File: config.mk
export PLATFORM = sky130hd
export DESIGN_NAME = bitstream_coproc
export DESIGN_NICKNAME = d
export VERILOG_FILES = /design/src/logic/bitstream_pkg.sv /design/src/logic/bitstream_coproc.sv /design/src/logic/stream_fsm.sv /design/src/logic/stream_base_regs.sv /design/src/logic/bitfield_datapath.sv
export VERILOG_INCLUDE_DIRS = /design/src /design/src/logic
export SDC_FILE = /design/constraint.sdc
export NUM_CORES = 1
export LEC_CHECK = 0
export BUFFER_PORTS_ARGS = -buffer_cell sky130_fd_sc_hd__buf_2
export CAP_MARGIN = 25
export CORE_MARGIN = 4
export CORE_UTILIZATION = 55
export CTS_CLUSTER_SIZE = 20
export DETAILED_ROUTE_END_ITERATION = 10
export PLACE_DENSITY_LB_ADDON = 0.3
export SLEW_MARGIN = 20
export SYNTH_ARGS = -nofsm -noshare
export SYNTH_HDL_FRONTEND = slang
export SYNTH_SLANG_ARGS = --single-unit
export TNS_END_PERCENT = 50
File: constraint.sdc
create_clock -name clk_i -period 6.4 [get_ports clk_i]
set_input_delay 0.96 -clock clk_i [delete_from_list [all_inputs] [get_ports clk_i]]
set_output_delay 0.96 -clock clk_i [all_outputs]
set_load 0.03 [all_outputs]
File: src/logic/bitstream_config.svh
`ifndef BITSTREAM_CONFIG_SVH
`define BITSTREAM_CONFIG_SVH

`define BS_XLEN          32
`define BS_ID_WIDTH      4
`define BS_WORD_BYTES    4            // byte step to the high word of a window

`define BS_OPCODE_RMLD   7'b000_1011  // custom-0
`define BS_OPCODE_RMST   7'b010_1011  // custom-1

// funct3 bit 2 marks a configuration instruction on either opcode
`define BS_F3_CFG_BIT    2
`define BS_F3_CASRM      3'b101       // store base from rs1
`define BS_F3_CALRM      3'b110       // load base from rs2
`define BS_F3_CASLRM     3'b111       // both bases

`define BS_F3_RMXR       3'b000       // fill with zeros
`define BS_F3_RMXS       3'b001       // fill with ones
`define BS_F3_RMCS       3'b010       // fill from shadow register

`endif
File: src/logic/bitstream_pkg.sv
`include "bitstream_config.svh"

package bitstream_pkg;

  typedef logic [`BS_XLEN-1:0]         word_t;
  typedef logic [`BS_XLEN-1:0]         addr_t;
  typedef logic [2*`BS_XLEN-1:0]       window_t;   // low word at the lower address
  typedef logic [`BS_ID_WIDTH-1:0]     id_t;
  typedef logic [$clog2(`BS_XLEN)-1:0] bit_idx_t;  // bit position or length minus one

  typedef enum logic [6:0] {
    RMLD = `BS_OPCODE_RMLD,
    RMST = `BS_OPCODE_RMST
  } opcode_e;

  typedef enum logic [2:0] {
    CASRM  = `BS_F3_CASRM,
    CALRM  = `BS_F3_CALRM,
    CASLRM = `BS_F3_CASLRM
  } cfg_funct3_e;

  typedef enum logic [2:0] {
    RMXR = `BS_F3_RMXR,
    RMXS = `BS_F3_RMXS,
    RMCS = `BS_F3_RMCS
  } fill_funct3_e;

  typedef enum logic [2:0] {
    IDLE,
    CFG,
    RD_LO,
    RD_HI,
    WAIT_COMMIT,
    WR_LO,
    WR_HI,
    RETIRE
  } stream_state_e;

  typedef struct packed {
    logic [6:0]  funct7;
    logic [4:0]  rs2;
    logic [4:0]  rs1;
    cfg_funct3_e funct3;
    logic [4:0]  rd;
    opcode_e     opcode;
  } cfg_instr_t;

  typedef struct packed {
    logic [6:0]   funct7;
    logic [4:0]   rs2;
    logic [4:0]   rs1;
    fill_funct3_e funct3;   // fill mode, only meaningful on RMST
    logic [4:0]   rd;
    opcode_e      opcode;
  } op_instr_t;

  typedef union packed {
    cfg_instr_t cfg;
    op_instr_t  op;
  } instr_u;

endpackage

File: src/logic/bitstream_coproc.sv
`timescale 1ns/1ps

module bitstream_coproc import bitstream_pkg::*; (
  input  logic       clk_i,
  input  logic       rst_ni,
  input  logic       issue_valid,
  output logic       issue_ready,
  input  instr_u     issue_instr,
  input  word_t      issue_rs1,
  input  word_t      issue_rs2,
  input  id_t        issue_id,
  output logic       issue_accept,
  output logic       issue_writeback,
  input  logic       commit_valid,
  input  logic       commit_kill,      // with commit_valid, drop the instruction
  output logic       mem_valid,
  output addr_t      mem_addr,
  output logic       mem_we,
  output word_t      mem_wdata,
  output logic       mem_last,
  input  logic       mem_result_valid,
  input  word_t      mem_rdata,
  output logic       result_valid,
  input  logic       result_ready,
  output id_t        result_id,
  output logic [4:0] result_rd,
  output logic       result_we,
  output word_t      result_data
);

  logic    cfg_we;
  logic    rd_lo_we;
  logic    rd_hi_we;
  logic    shadow_we;
  instr_u  instr;         // operands of the instruction in flight
  word_t   rs1;
  word_t   rs2;
  addr_t   load_addr;
  addr_t   store_addr;
  word_t   load_data;
  window_t store_window;

  stream_fsm stream_fsm_i (
    .clk_i            (clk_i),
    .rst_ni           (rst_ni),
    .issue_valid      (issue_valid),
    .issue_ready      (issue_ready),
    .issue_instr      (issue_instr),
    .issue_rs1        (issue_rs1),
    .issue_rs2        (issue_rs2),
    .issue_id         (issue_id),
    .issue_accept     (issue_accept),
    .issue_writeback  (issue_writeback),
    .commit_valid     (commit_valid),
    .commit_kill      (commit_kill),
    .mem_valid        (mem_valid),
    .mem_addr         (mem_addr),
    .mem_we           (mem_we),
    .mem_wdata        (mem_wdata),
    .mem_last         (mem_last),
    .mem_result_valid (mem_result_valid),
    .result_valid     (result_valid),
    .result_ready     (result_ready),
    .result_id        (result_id),
    .result_rd        (result_rd),
    .result_we        (result_we),
    .result_data      (result_data),
    .load_addr        (load_addr),
    .store_addr       (store_addr),
    .load_data        (load_data),
    .store_window     (store_window),
    .cfg_we           (cfg_we),
    .rd_lo_we         (rd_lo_we),
    .rd_hi_we         (rd_hi_we),
    .shadow_we        (shadow_we),
    .instr            (instr),
    .rs1              (rs1),
    .rs2              (rs2)
  );

  stream_base_regs stream_base_regs_i (
    .clk_i      (clk_i),
    .rst_ni     (rst_ni),
    .cfg_we     (cfg_we),
    .instr      (instr),
    .rs1        (rs1),
    .rs2        (rs2),
    .load_addr  (load_addr),
    .store_addr (store_addr)
  );

  bitfield_datapath bitfield_datapath_i (
    .clk_i        (clk_i),
    .rst_ni       (rst_ni),
    .rd_lo_we     (rd_lo_we),
    .rd_hi_we     (rd_hi_we),
    .shadow_we    (shadow_we),
    .mem_rdata    (mem_rdata),
    .instr        (instr),
    .rs1          (rs1),
    .rs2          (rs2),
    .load_data    (load_data),
    .store_window (store_window)
  );

endmodule

File: src/logic/stream_fsm.sv
`timescale 1ns/1ps
`include "bitstream_config.svh"

module stream_fsm import bitstream_pkg::*; (
  input  logic       clk_i,
  input  logic       rst_ni,
  input  logic       issue_valid,
  output logic       issue_ready,
  input  instr_u     issue_instr,
  input  word_t      issue_rs1,
  input  word_t      issue_rs2,
  input  id_t        issue_id,
  output logic       issue_accept,
  output logic       issue_writeback,
  input  logic       commit_valid,
  input  logic       commit_kill,
  output logic       mem_valid,
  output addr_t      mem_addr,
  output logic       mem_we,
  output word_t      mem_wdata,
  output logic       mem_last,
  input  logic       mem_result_valid,
  output logic       result_valid,
  input  logic       result_ready,
  output id_t        result_id,
  output logic [4:0] result_rd,
  output logic       result_we,
  output word_t      result_data,
  input  addr_t      load_addr,
  input  addr_t      store_addr,
  input  word_t      load_data,
  input  window_t    store_window,
  output logic       cfg_we,
  output logic       rd_lo_we,
  output logic       rd_hi_we,
  output logic       shadow_we,
  output instr_u     instr,
  output word_t      rs1,
  output word_t      rs2
);

  stream_state_e state_q;
  stream_state_e state_d;
  instr_u        instr_q;
  word_t         rs1_q;
  word_t         rs2_q;
  id_t           id_q;
  logic          commit_seen_q;   // sticky until the instruction leaves
  logic          issue_fire;
  logic          kill;
  logic          commit_ok;
  logic          committed;
  logic          is_load;
  logic          word_hi;         // high word of the window
  addr_t         base_addr;

  function automatic logic is_cfg(instr_u w);
    logic [2:0] f3;
    f3 = w.cfg.funct3;
    return f3[`BS_F3_CFG_BIT];
  endfunction

  assign issue_accept    = (issue_instr.op.opcode == RMLD) || (issue_instr.op.opcode == RMST);
  assign issue_writeback = (issue_instr.op.opcode == RMLD) && !is_cfg(issue_instr);
  assign issue_ready     = state_q == IDLE;
  assign issue_fire      = issue_valid && issue_ready && issue_accept;

  assign kill      = commit_valid && commit_kill;
  assign commit_ok = commit_valid && !commit_kill;
  assign committed = commit_seen_q || commit_ok;

  // while idle the issue operands go straight through, so a configuration
  // committed in its own issue cycle writes the bases on that edge
  assign instr   = (state_q == IDLE) ? issue_instr : instr_q;
  assign rs1     = (state_q == IDLE) ? issue_rs1 : rs1_q;
  assign rs2     = (state_q == IDLE) ? issue_rs2 : rs2_q;
  assign is_load = (instr.op.opcode == RMLD) && !is_cfg(instr);

  always_ff @(posedge clk_i) begin
    if (issue_fire) begin
      instr_q <= issue_instr;
      rs1_q   <= issue_rs1;
      rs2_q   <= issue_rs2;
      id_q    <= issue_id;
    end
  end

  always_ff @(posedge clk_i or negedge rst_ni) begin
    if (!rst_ni) begin
      state_q       <= IDLE;
      commit_seen_q <= 1'b0;
    end else begin
      state_q <= state_d;
      if (state_d == IDLE) begin
        commit_seen_q <= 1'b0;
      end else if (commit_ok) begin
        commit_seen_q <= 1'b1;
      end
    end
  end

  always_comb begin
    state_d = state_q;
    if (kill && state_q != IDLE) begin
      state_d = IDLE;                          // kill wins over everything
    end else begin
      case (state_q)
        IDLE: begin
          if (issue_fire && !kill) begin
            if (is_cfg(issue_instr)) begin
              state_d = commit_ok ? RETIRE : CFG;
            end else begin
              state_d = RD_LO;
            end
          end
        end
        CFG: begin
          if (committed) begin
            state_d = RETIRE;
          end
        end
        RD_LO: begin
          if (mem_result_valid) begin
            state_d = RD_HI;
          end
        end
        RD_HI: begin
          if (mem_result_valid) begin
            if (!committed) begin
              state_d = WAIT_COMMIT;
            end else begin
              state_d = is_load ? RETIRE : WR_LO;
            end
          end
        end
        WAIT_COMMIT: begin
          if (committed) begin
            state_d = is_load ? RETIRE : WR_LO;
          end
        end
        WR_LO: begin
          if (mem_result_valid) begin
            state_d = WR_HI;
          end
        end
        WR_HI: begin
          if (mem_result_valid) begin
            state_d = RETIRE;
          end
        end
        RETIRE: begin
          if (result_ready) begin
            state_d = IDLE;
          end
        end
        default: begin
          state_d = IDLE;
        end
      endcase
    end
  end

  assign cfg_we    = is_cfg(instr) && (state_d == RETIRE) && (state_q inside {IDLE, CFG});
  assign rd_lo_we  = (state_q == RD_LO) && mem_result_valid && !kill;
  assign rd_hi_we  = (state_q == RD_HI) && mem_result_valid && !kill;
  assign shadow_we = (state_q == RETIRE) && result_ready && is_load;  // updated at retirement

  assign word_hi   = state_q inside {RD_HI, WR_HI};
  assign base_addr = is_load ? load_addr : store_addr;

  assign mem_valid = state_q inside {RD_LO, RD_HI, WR_LO, WR_HI};
  assign mem_we    = state_q inside {WR_LO, WR_HI};
  assign mem_addr  = word_hi ? base_addr + addr_t'(`BS_WORD_BYTES) : base_addr;
  assign mem_wdata = word_hi ? store_window[2*`BS_XLEN-1:`BS_XLEN]
                             : store_window[`BS_XLEN-1:0];
  assign mem_last  = ((state_q == RD_HI) && is_load) || (state_q == WR_HI);

  assign result_valid = state_q == RETIRE;
  assign result_id    = id_q;
  assign result_rd    = instr_q.op.rd;
  assign result_we    = result_valid && is_load;
  assign result_data  = result_we ? load_data : '0;   // buffer is stable while retiring

endmodule

File: src/logic/stream_base_regs.sv
`timescale 1ns/1ps

module stream_base_regs import bitstream_pkg::*; (
  input  logic   clk_i,
  input  logic   rst_ni,
  input  logic   cfg_we,       // committed configuration instruction
  input  instr_u instr,
  input  word_t  rs1,
  input  word_t  rs2,
  output addr_t  load_addr,
  output addr_t  store_addr
);

  addr_t load_base_q;
  addr_t store_base_q;
  addr_t word_offset;

  always_ff @(posedge clk_i or negedge rst_ni) begin
    if (!rst_ni) begin
      load_base_q  <= '0;
      store_base_q <= '0;
    end else if (cfg_we) begin
      case (instr.cfg.funct3)
        CASRM: begin
          store_base_q <= rs1;
        end
        CALRM: begin
          load_base_q <= rs2;
        end
        CASLRM: begin
          store_base_q <= rs1;
          load_base_q  <= rs2;
        end
        default: ;
      endcase
    end
  end

  // the upper bits of the bit offset count whole words past the base
  assign word_offset = {3'b000, rs1[31:5], 2'b00};

  assign load_addr  = load_base_q + word_offset;
  assign store_addr = store_base_q + word_offset;

endmodule

File: src/logic/bitfield_datapath.sv
`timescale 1ns/1ps
`include "bitstream_config.svh"

module bitfield_datapath import bitstream_pkg::*; (
  input  logic    clk_i,
  input  logic    rst_ni,
  input  logic    rd_lo_we,      // first read completes
  input  logic    rd_hi_we,      // second read completes
  input  logic    shadow_we,
  input  word_t   mem_rdata,
  input  instr_u  instr,
  input  word_t   rs1,
  input  word_t   rs2,
  output word_t   load_data,
  output window_t store_window
);

  window_t    rd_buf;
  word_t      shadow_q;
  bit_idx_t   bit_idx;
  logic [5:0] field_len;         // 1 to 32
  window_t    len_mask;          // field_len ones at the bottom
  window_t    field_mask;        // len_mask moved up to the field position
  window_t    shifted;
  window_t    fill;

  assign bit_idx   = rs1[4:0];
  assign field_len = {1'b0, rs2[4:0]} + 6'd1;

  always_ff @(posedge clk_i) begin
    if (rd_lo_we) begin
      rd_buf[`BS_XLEN-1:0] <= mem_rdata;
    end
    if (rd_hi_we) begin
      rd_buf[2*`BS_XLEN-1:`BS_XLEN] <= mem_rdata;
    end
  end

  // the shadow register holds the last load's unmasked shifted word
  always_ff @(posedge clk_i or negedge rst_ni) begin
    if (!rst_ni) begin
      shadow_q <= '0;
    end else if (shadow_we) begin
      shadow_q <= shifted[`BS_XLEN-1:0];
    end
  end

  assign len_mask   = ~({(2*`BS_XLEN){1'b1}} << field_len);
  assign field_mask = len_mask << bit_idx;
  assign shifted    = rd_buf >> bit_idx;

  assign load_data = shifted[`BS_XLEN-1:0] & len_mask[`BS_XLEN-1:0];

  always_comb begin
    case (instr.op.funct3)
      RMXR:    fill = '0;
      RMXS:    fill = '1;
      RMCS:    fill = window_t'(shadow_q) << bit_idx;  // shadow bit k lands on bit_idx + k
      default: fill = '0;
    endcase
  end

  // bits outside the field pass through from the read window
  assign store_window = (rd_buf & ~field_mask) | (fill & field_mask);

endmodule

==> Word level (Yosys, flattened, before mapping) <==
Index checks and enable logic that the tools add are counted.
Widths: inputs -> output; s select.
{ "word_totals": {"register_bits": 247, "inputBits": 139, "word_cells": 102} }
{ "op_classes": {"n_addsub": 4, "n_eq_ne": 16, "shift": 4, "muxes": 24, "n_bitwise": 6, "n_reduce_logical": 37} }
{ "ops": {"columns": ["operator", "count"], "rows": [
  ["$mux 32", 6],
  ["$and 64x64->64", 2],
  ["$not 64->64", 2],
  ["$pmux 64 s2", 1],
  ["$add 32x29->32", 2],
  ["$or 64x64->64", 1],
  ["$shl 32x5->64", 1],
  ["$shl 64x5->64", 1],
  ["$shl 64x6->64 const A", 1],
  ["$shr 64x5->32", 1],
  ["$mux 3", 12],
  ["$add 32x3->32 const B", 1],
  ["$and 32x32->32", 1],
  ["$eq 3x3->1 const B", 8],
  ["$pmux 3 s8", 1],
  ["$logic_and 1x1->1", 18],
  ["$mux 15", 1],
  ["$eq 7x4->1 const B", 2],
  ["$eq 3x2->1 const B", 3],
  ["$reduce_bool 2->1", 4],
  ["$eq 7x6->1 const B", 1],
  ["$add 5x1->6 const B", 1],
  ["$eq 3x1->1 const B", 2],
  ["$logic_not 3->1", 2],
  ["8 further kinds", 16]
]} }

==> Longest topological paths before layout <==
{ "logic_depth": {"word_depth": 13, "mapped_depth": 24, "ltp_nobuf": 17} }

==> Hierarchy <==
Synthesis repeated with hierarchy kept, for this count alone.
{ "unflattened": {"cells_unflattened": 3087, "hier_area_um2": 25384.3} }
{ "modules_own_cells": {"columns": ["module", "instances", "cells_per_inst", "area_per_inst_um2", "seq_area_each_um2"], "rows": [
  ["bitfield_datapath", 1, 1646, 12664.6, 2722.6],
  ["stream_fsm", 1, 797, 6917.9, 3103.0],
  ["stream_base_regs", 1, 644, 5801.8, 1601.5]
]} }

==> Least setup slack after synthesis <==
Ideal clock, no wire load.
{ "synth_timing": {"path_kind": "in2out", "startpoint": "in issue_instr[2] (netlist bit)", "endpoint": "out mem_addr[31]", "t_arrival_ns": 6.906, "path_slack_ns": -1.466, "path_stages": 19, "cell_sequence": "nand4b_1 > nor3_1 > a31o_2 > clkbuf_1 > buf_1 > mux2_2 > ha_1 > fa_1 > a211oi_1 > o211ai_2 > a32oi_2 > o21ai_2 > xnor2_1 > or4_4 > or4b_1 > buf_2 > nor3_2 > a32oi_1 > xor2_1"} }
{ "synth_via": {"elab_chain_cells": 6} }
{ "synth_rtl": {"columns": ["element", "line_no", "source"], "rows": [
  ["from (decl)", "bitstream_coproc.sv:8", "input instr_u issue_instr,"],
  ["$mux 15 *", "stream_fsm.sv:74", "assign instr = (state_q == IDLE) ? issue_instr : instr_q;"],
  ["$eq 7x4->1 *", "stream_fsm.sv:77", "assign is_load = (instr.op.opcode == RMLD) && !is_cfg(instr);"],
  ["$logic_and 1x1->1 *", "stream_fsm.sv:77", null],
  ["$mux 32 *", "stream_fsm.sv:169", "assign base_addr = is_load ? load_addr : store_addr;"],
  ["$add 32x3->32", "stream_fsm.sv:173", "assign mem_addr = word_hi ? base_addr + addr_t'(`BS_WORD_BYTES) : base_addr;"],
  ["$mux 32 *", "stream_fsm.sv:173", null],
  ["to (decl)", "bitstream_coproc.sv:17", "output addr_t mem_addr,"]
]} }
Every way passes the cells marked *; elsewhere a longest branch is shown, timed or not.

==> Worst setup path in the final report <==
{ "layout_timing": {"startpoint": "reg stream_fsm_i.instr_q[4] (netlist bit)", "endpoint": "out mem_addr[31]"} }
{ "layout_via": {"elab_chain_cells": 6} }
{ "layout_rtl": {"columns": ["element", "line_no", "source"], "rows": [
  ["from (decl)", "stream_fsm.sv:44", "instr_u instr_q;"],
  ["from (signal assigned)", "stream_fsm.sv:81", "instr_q <= issue_instr;"],
  ["$mux 15 *", "stream_fsm.sv:74", null],
  ["$eq 7x4->1 *", "stream_fsm.sv:77", null],
  ["$logic_and 1x1->1 *", "stream_fsm.sv:77", null],
  ["$mux 32 *", "stream_fsm.sv:169", null],
  ["$add 32x3->32", "stream_fsm.sv:173", null],
  ["$mux 32 *", "stream_fsm.sv:173", null]
]} }
Marked as above.

==> results.sh <==
export IMPL_grt_pass1_vias=21930
export IMPL_cts_sinks=247
export IMPL_fmax_mhz=150
export IMPL_cp_num_buf_inv=3
export IMPL_final_hold_violation_count=0
export IMPL_placed_area_um2=24500
export IMPL_yosysUniqueCellTypes=105
export IMPL_finalCritPeriodShare_pct=104
export IMPL_place_ws_ns=-0.424
export IMPL_maxSlewViolCount=0
export IMPL_dr_first_iter_drc_count=3894
export IMPL_dpl_cell_count=3204
export IMPL_hold_buffers=0
export IMPL_yosysMostFrequentCell="nand2_1"
export IMPL_fillers=3102
export IMPL_reg2reg_to="bitfield_datapath_i.shadow_q[16]"
export IMPL_insertion_delay_ns=0.58
export IMPL_internal_power_mw=6.65
export IMPL_htree_levels=1
export IMPL_cp_cell_sequence="or4_4, nor3_4, a31o_4, buf_8, mux2_2, ha_1, o211ai_1, o211ai_4, a32oi_4, xnor2_2, inv_1, or4_4, or4b_4, nor3_4, a32oi_2, xor2_2, buf_6"
export IMPL_vias=23172
export IMPL_max_cap_viol_count=0
export IMPL_cts_made_buffers=26
export IMPL_p_switching_mw=7.55
export IMPL_arrival_ns=5.71
export IMPL_syn_area_um2=22000
export IMPL_tightestPinTransition_ns=1.16
export IMPL_core_um2=39100
export IMPL_worstPathMaxFanout=6
export IMPL_multi_input_area_um2=14700
export IMPL_required_ns=5.44
export IMPL_drc=0
export IMPL_synth_edf_count=147
export IMPL_final_core_util_pct=66.8
export IMPL_combinationalPowerShare_pct=74.6
export IMPL_worstSetupEndpointType="output pin"
export IMPL_p_leak_nw=10.9
export IMPL_drt_pre_antenna_iters=7
export IMPL_synth_seq_cells=247
export IMPL_outcome="complete, but fails checks"
export IMPL_postSynthCellCount=2480
export IMPL_io_pins=252
export IMPL_yosysTopAreaCell="edfxtp_1"
export IMPL_startpoint_type="flip-flop"
export IMPL_worstRegToRegCells=10
export IMPL_cts_root_buf="clkbuf_16"
export IMPL_synth_ff_type="edfxtp_1"
export IMPL_synth_warnings=0
export IMPL_grt_usage_pct=40.8
export IMPL_worstReg2RegStart="stream_fsm_i.state_q[1]"
export IMPL_gp_congestion=1.16
export IMPL_placementRows=72
export IMPL_final_cell_area_um2=26100
export IMPL_ant_nets=0
export IMPL_pwr_share_clk_pct=10.4
export IMPL_overflow=0
export IMPL_hpwlAfterDp_um=70100
export IMPL_drive_above_1_share_pct=27.8
export IMPL_whs_ns=0.400
export IMPL_vias_per_cell=7.08
export IMPL_finalSetupTns_ns=-1.23
export IMPL_route_detailed_wl_per_inst_um=28.7
export IMPL_yosys_area_top_type_share_pct=20.1
export IMPL_setup_slack_ns=-0.266
export IMPL_async_reset_ff_share_pct=40.5
export IMPL_fp_dieW_um=208
export IMPL_crit_type="flip-flop to output pin"
export IMPL_cts_tree="built"
export IMPL_r2r_slack_ns=1.96
export IMPL_crit_family="simple AND/OR/NAND/NOR gates"
export IMPL_slew_headroom_pct=22.5
export IMPL_grt_pass1_wl_um=138000
export IMPL_fp_dieArea_um2=43200
export IMPL_violations="negative setup slack"
export IMPL_antenna_found_initial=5
export IMPL_rsz0062_at_grt="true"
export IMPL_clockBufferDepth=3
export IMPL_synth_fp_nets=2655
export IMPL_fin_cells=3271
export IMPL_seqPwrFrac_pct=15.0
export IMPL_start_util_pct=56.2
export IMPL_syn_avg_cell_area_um2=8.87
export IMPL_holdCritPathClass="primary input to asynchronous set/reset pin"
export IMPL_syn2layout_area_growth_pct=18.7
export IMPL_nets=2906
export IMPL_yosysSeqAreaShare_pct=31.5
export IMPL_swShare_pct=53.2
export IMPL_crit_slowest_cell="or4b_4"
export IMPL_fin_skew_ns=0.0170
export IMPL_finalWirelength_um=93900
export IMPL_period_needed_ns=6.67
export IMPL_synth_common_cells="nand2_1, mux2i_1, nor2_1"
export IMPL_ff_latch_area_um2=6920
export IMPL_setup_viol=10
export IMPL_cts_clk_slew_worst_paths_ns=0.07
export IMPL_power_density_nw_per_um2=544
export IMPL_peakVddDrop_mv=0.814
export IMPL_numPortBuffers=234
export IMPL_power_mw=14.2
export IMPL_grt_start_max_net_pins=83
export IMPL_chipHeight_um=208
export IMPL_slowest_delay_ns=0.61
export IMPL_synthTopCellsByArea="edfxtp_1, mux2i_1, dfrtp_1, nand2_1, mux4_2"
-- sequential cells by signal, indices dropped and copies added, names as in the netlist --
register / count
stream_base_regs_i.store_base_q: 32
stream_fsm_i.commit_seen_q: 1
stream_fsm_i.rs1_q: 32
stream_fsm_i.state_q: 3
stream_fsm_i.rs2_q: 32
bitfield_datapath_i.shadow_q: 32
stream_base_regs_i.load_base_q: 32
stream_fsm_i.result_id: 4
stream_fsm_i.instr_q: 15
bitfield_datapath_i.rd_buf: 64
-- placed cells by master (no fill, tap or decap), types with 8 or more instances in the layout --
| cell type | count |
|---|---|
| a211oi_1 | 34 |
| a21o_1 | 18 |
| a21oi_1 | 163 |
| a21oi_2 | 10 |
| a221oi_1 | 11 |
| a22oi_1 | 13 |
| a31oi_1 | 51 |
| and3_1 | 41 |
| buf_12 | 10 |
| buf_2 | 220 |
| buf_4 | 184 |
| buf_6 | 10 |
| clkbuf_16 | 26 |
| dfrtp_1 | 100 |
| edfxtp_1 | 147 |
| ha_1 | 26 |
| inv_1 | 23 |
| mux2_2 | 85 |
| mux2i_1 | 247 |
| mux4_2 | 57 |
| nand2_1 | 409 |
| nand3_1 | 58 |
| nand4_1 | 14 |
| nor2_1 | 168 |
| nor2b_1 | 10 |
| nor3_1 | 45 |
| o211ai_1 | 31 |
| o21ai_0 | 134 |
| o21ai_1 | 19 |
| o21ai_2 | 8 |
| o221ai_1 | 13 |
| o22ai_1 | 14 |
| o31a_1 | 11 |
| xnor2_1 | 28 |
| xor2_1 | 18 |
-- per-layer routing --
layer / routed length (um) / global-route usage [%] / up-vias
met5: 27 / 0 / -
met4: 5460 / 17.7 / 4
met3: 12400 / 12.4 / 338
met2: 40000 / 60.6 / 1776
met1: 36000 / 55.5 / 11213
li1: - / - / 9841
-- power groups by stage --
stage | clock network (mW) | logic [mW] | registers, mW
floorplan | 0 | 6.28 | 2.05
global placement | 0 | 9.43 | 2.12
detailed placement | 0 | 9.58 | 2.13
CTS | 1.48 | 9.83 | 2.11
global route | 1.56 | 11.1 | 2.14
finish | 1.48 | 10.6 | 2.12
-- final cells by class --
class	count	area share, %
diodes	5	0.0479
inverters	24	0.350
flip-flops and latches	247	26.5
clock inverters	18	0.623
clock buffers	27	2.51
repair buffers	431	11.0
well taps	518	2.48
multi-input cells	2001	56.5
-- cell families (layout without fill, tap and decap cells) --
kind of cell | Yosys count | count (layout) | share of synthesized area [%]
AO/OA/AOI/OAI | 676 | 676 | 20.3
XOR/XNOR | 60 | 60 | 2.49
adder cells (fa/ha/maj) | 37 | 37 | 2.13
buffers and inverters | 232 | 500 | 4.89
flip-flops | 247 | 247 | 31.5
multiplexers | 399 | 399 | 22.0
other | 0 | 5 | 0
AND/OR/NAND/NOR | 829 | 829 | 16.8
-- timing repair --
action	in CTS	in global routing
gates resized for setup	39	95
setup endpoints to repair	17	45
pin swaps	7	25
buffers inserted	7	10
gates cloned	1	0
-- how the worst max path moves through the flow --
stage,startpoint,endpoint,slack [ns],depth (start not counted)
global route,stream_fsm_i.instr_q[4],mem_addr[31],-0.39,17
detailed placement,issue_instr[2],mem_addr[31],-0.42,18
floorplan,issue_instr[2],mem_addr[31],-0.35,19
global placement,issue_instr[2],mem_addr[31],-0.31,18
finish,stream_fsm_i.instr_q[4],mem_addr[31],-0.27,17
CTS,stream_fsm_i.instr_q[4],mem_addr[31],-0.23,17
Power figures use the tool's default switching activity.
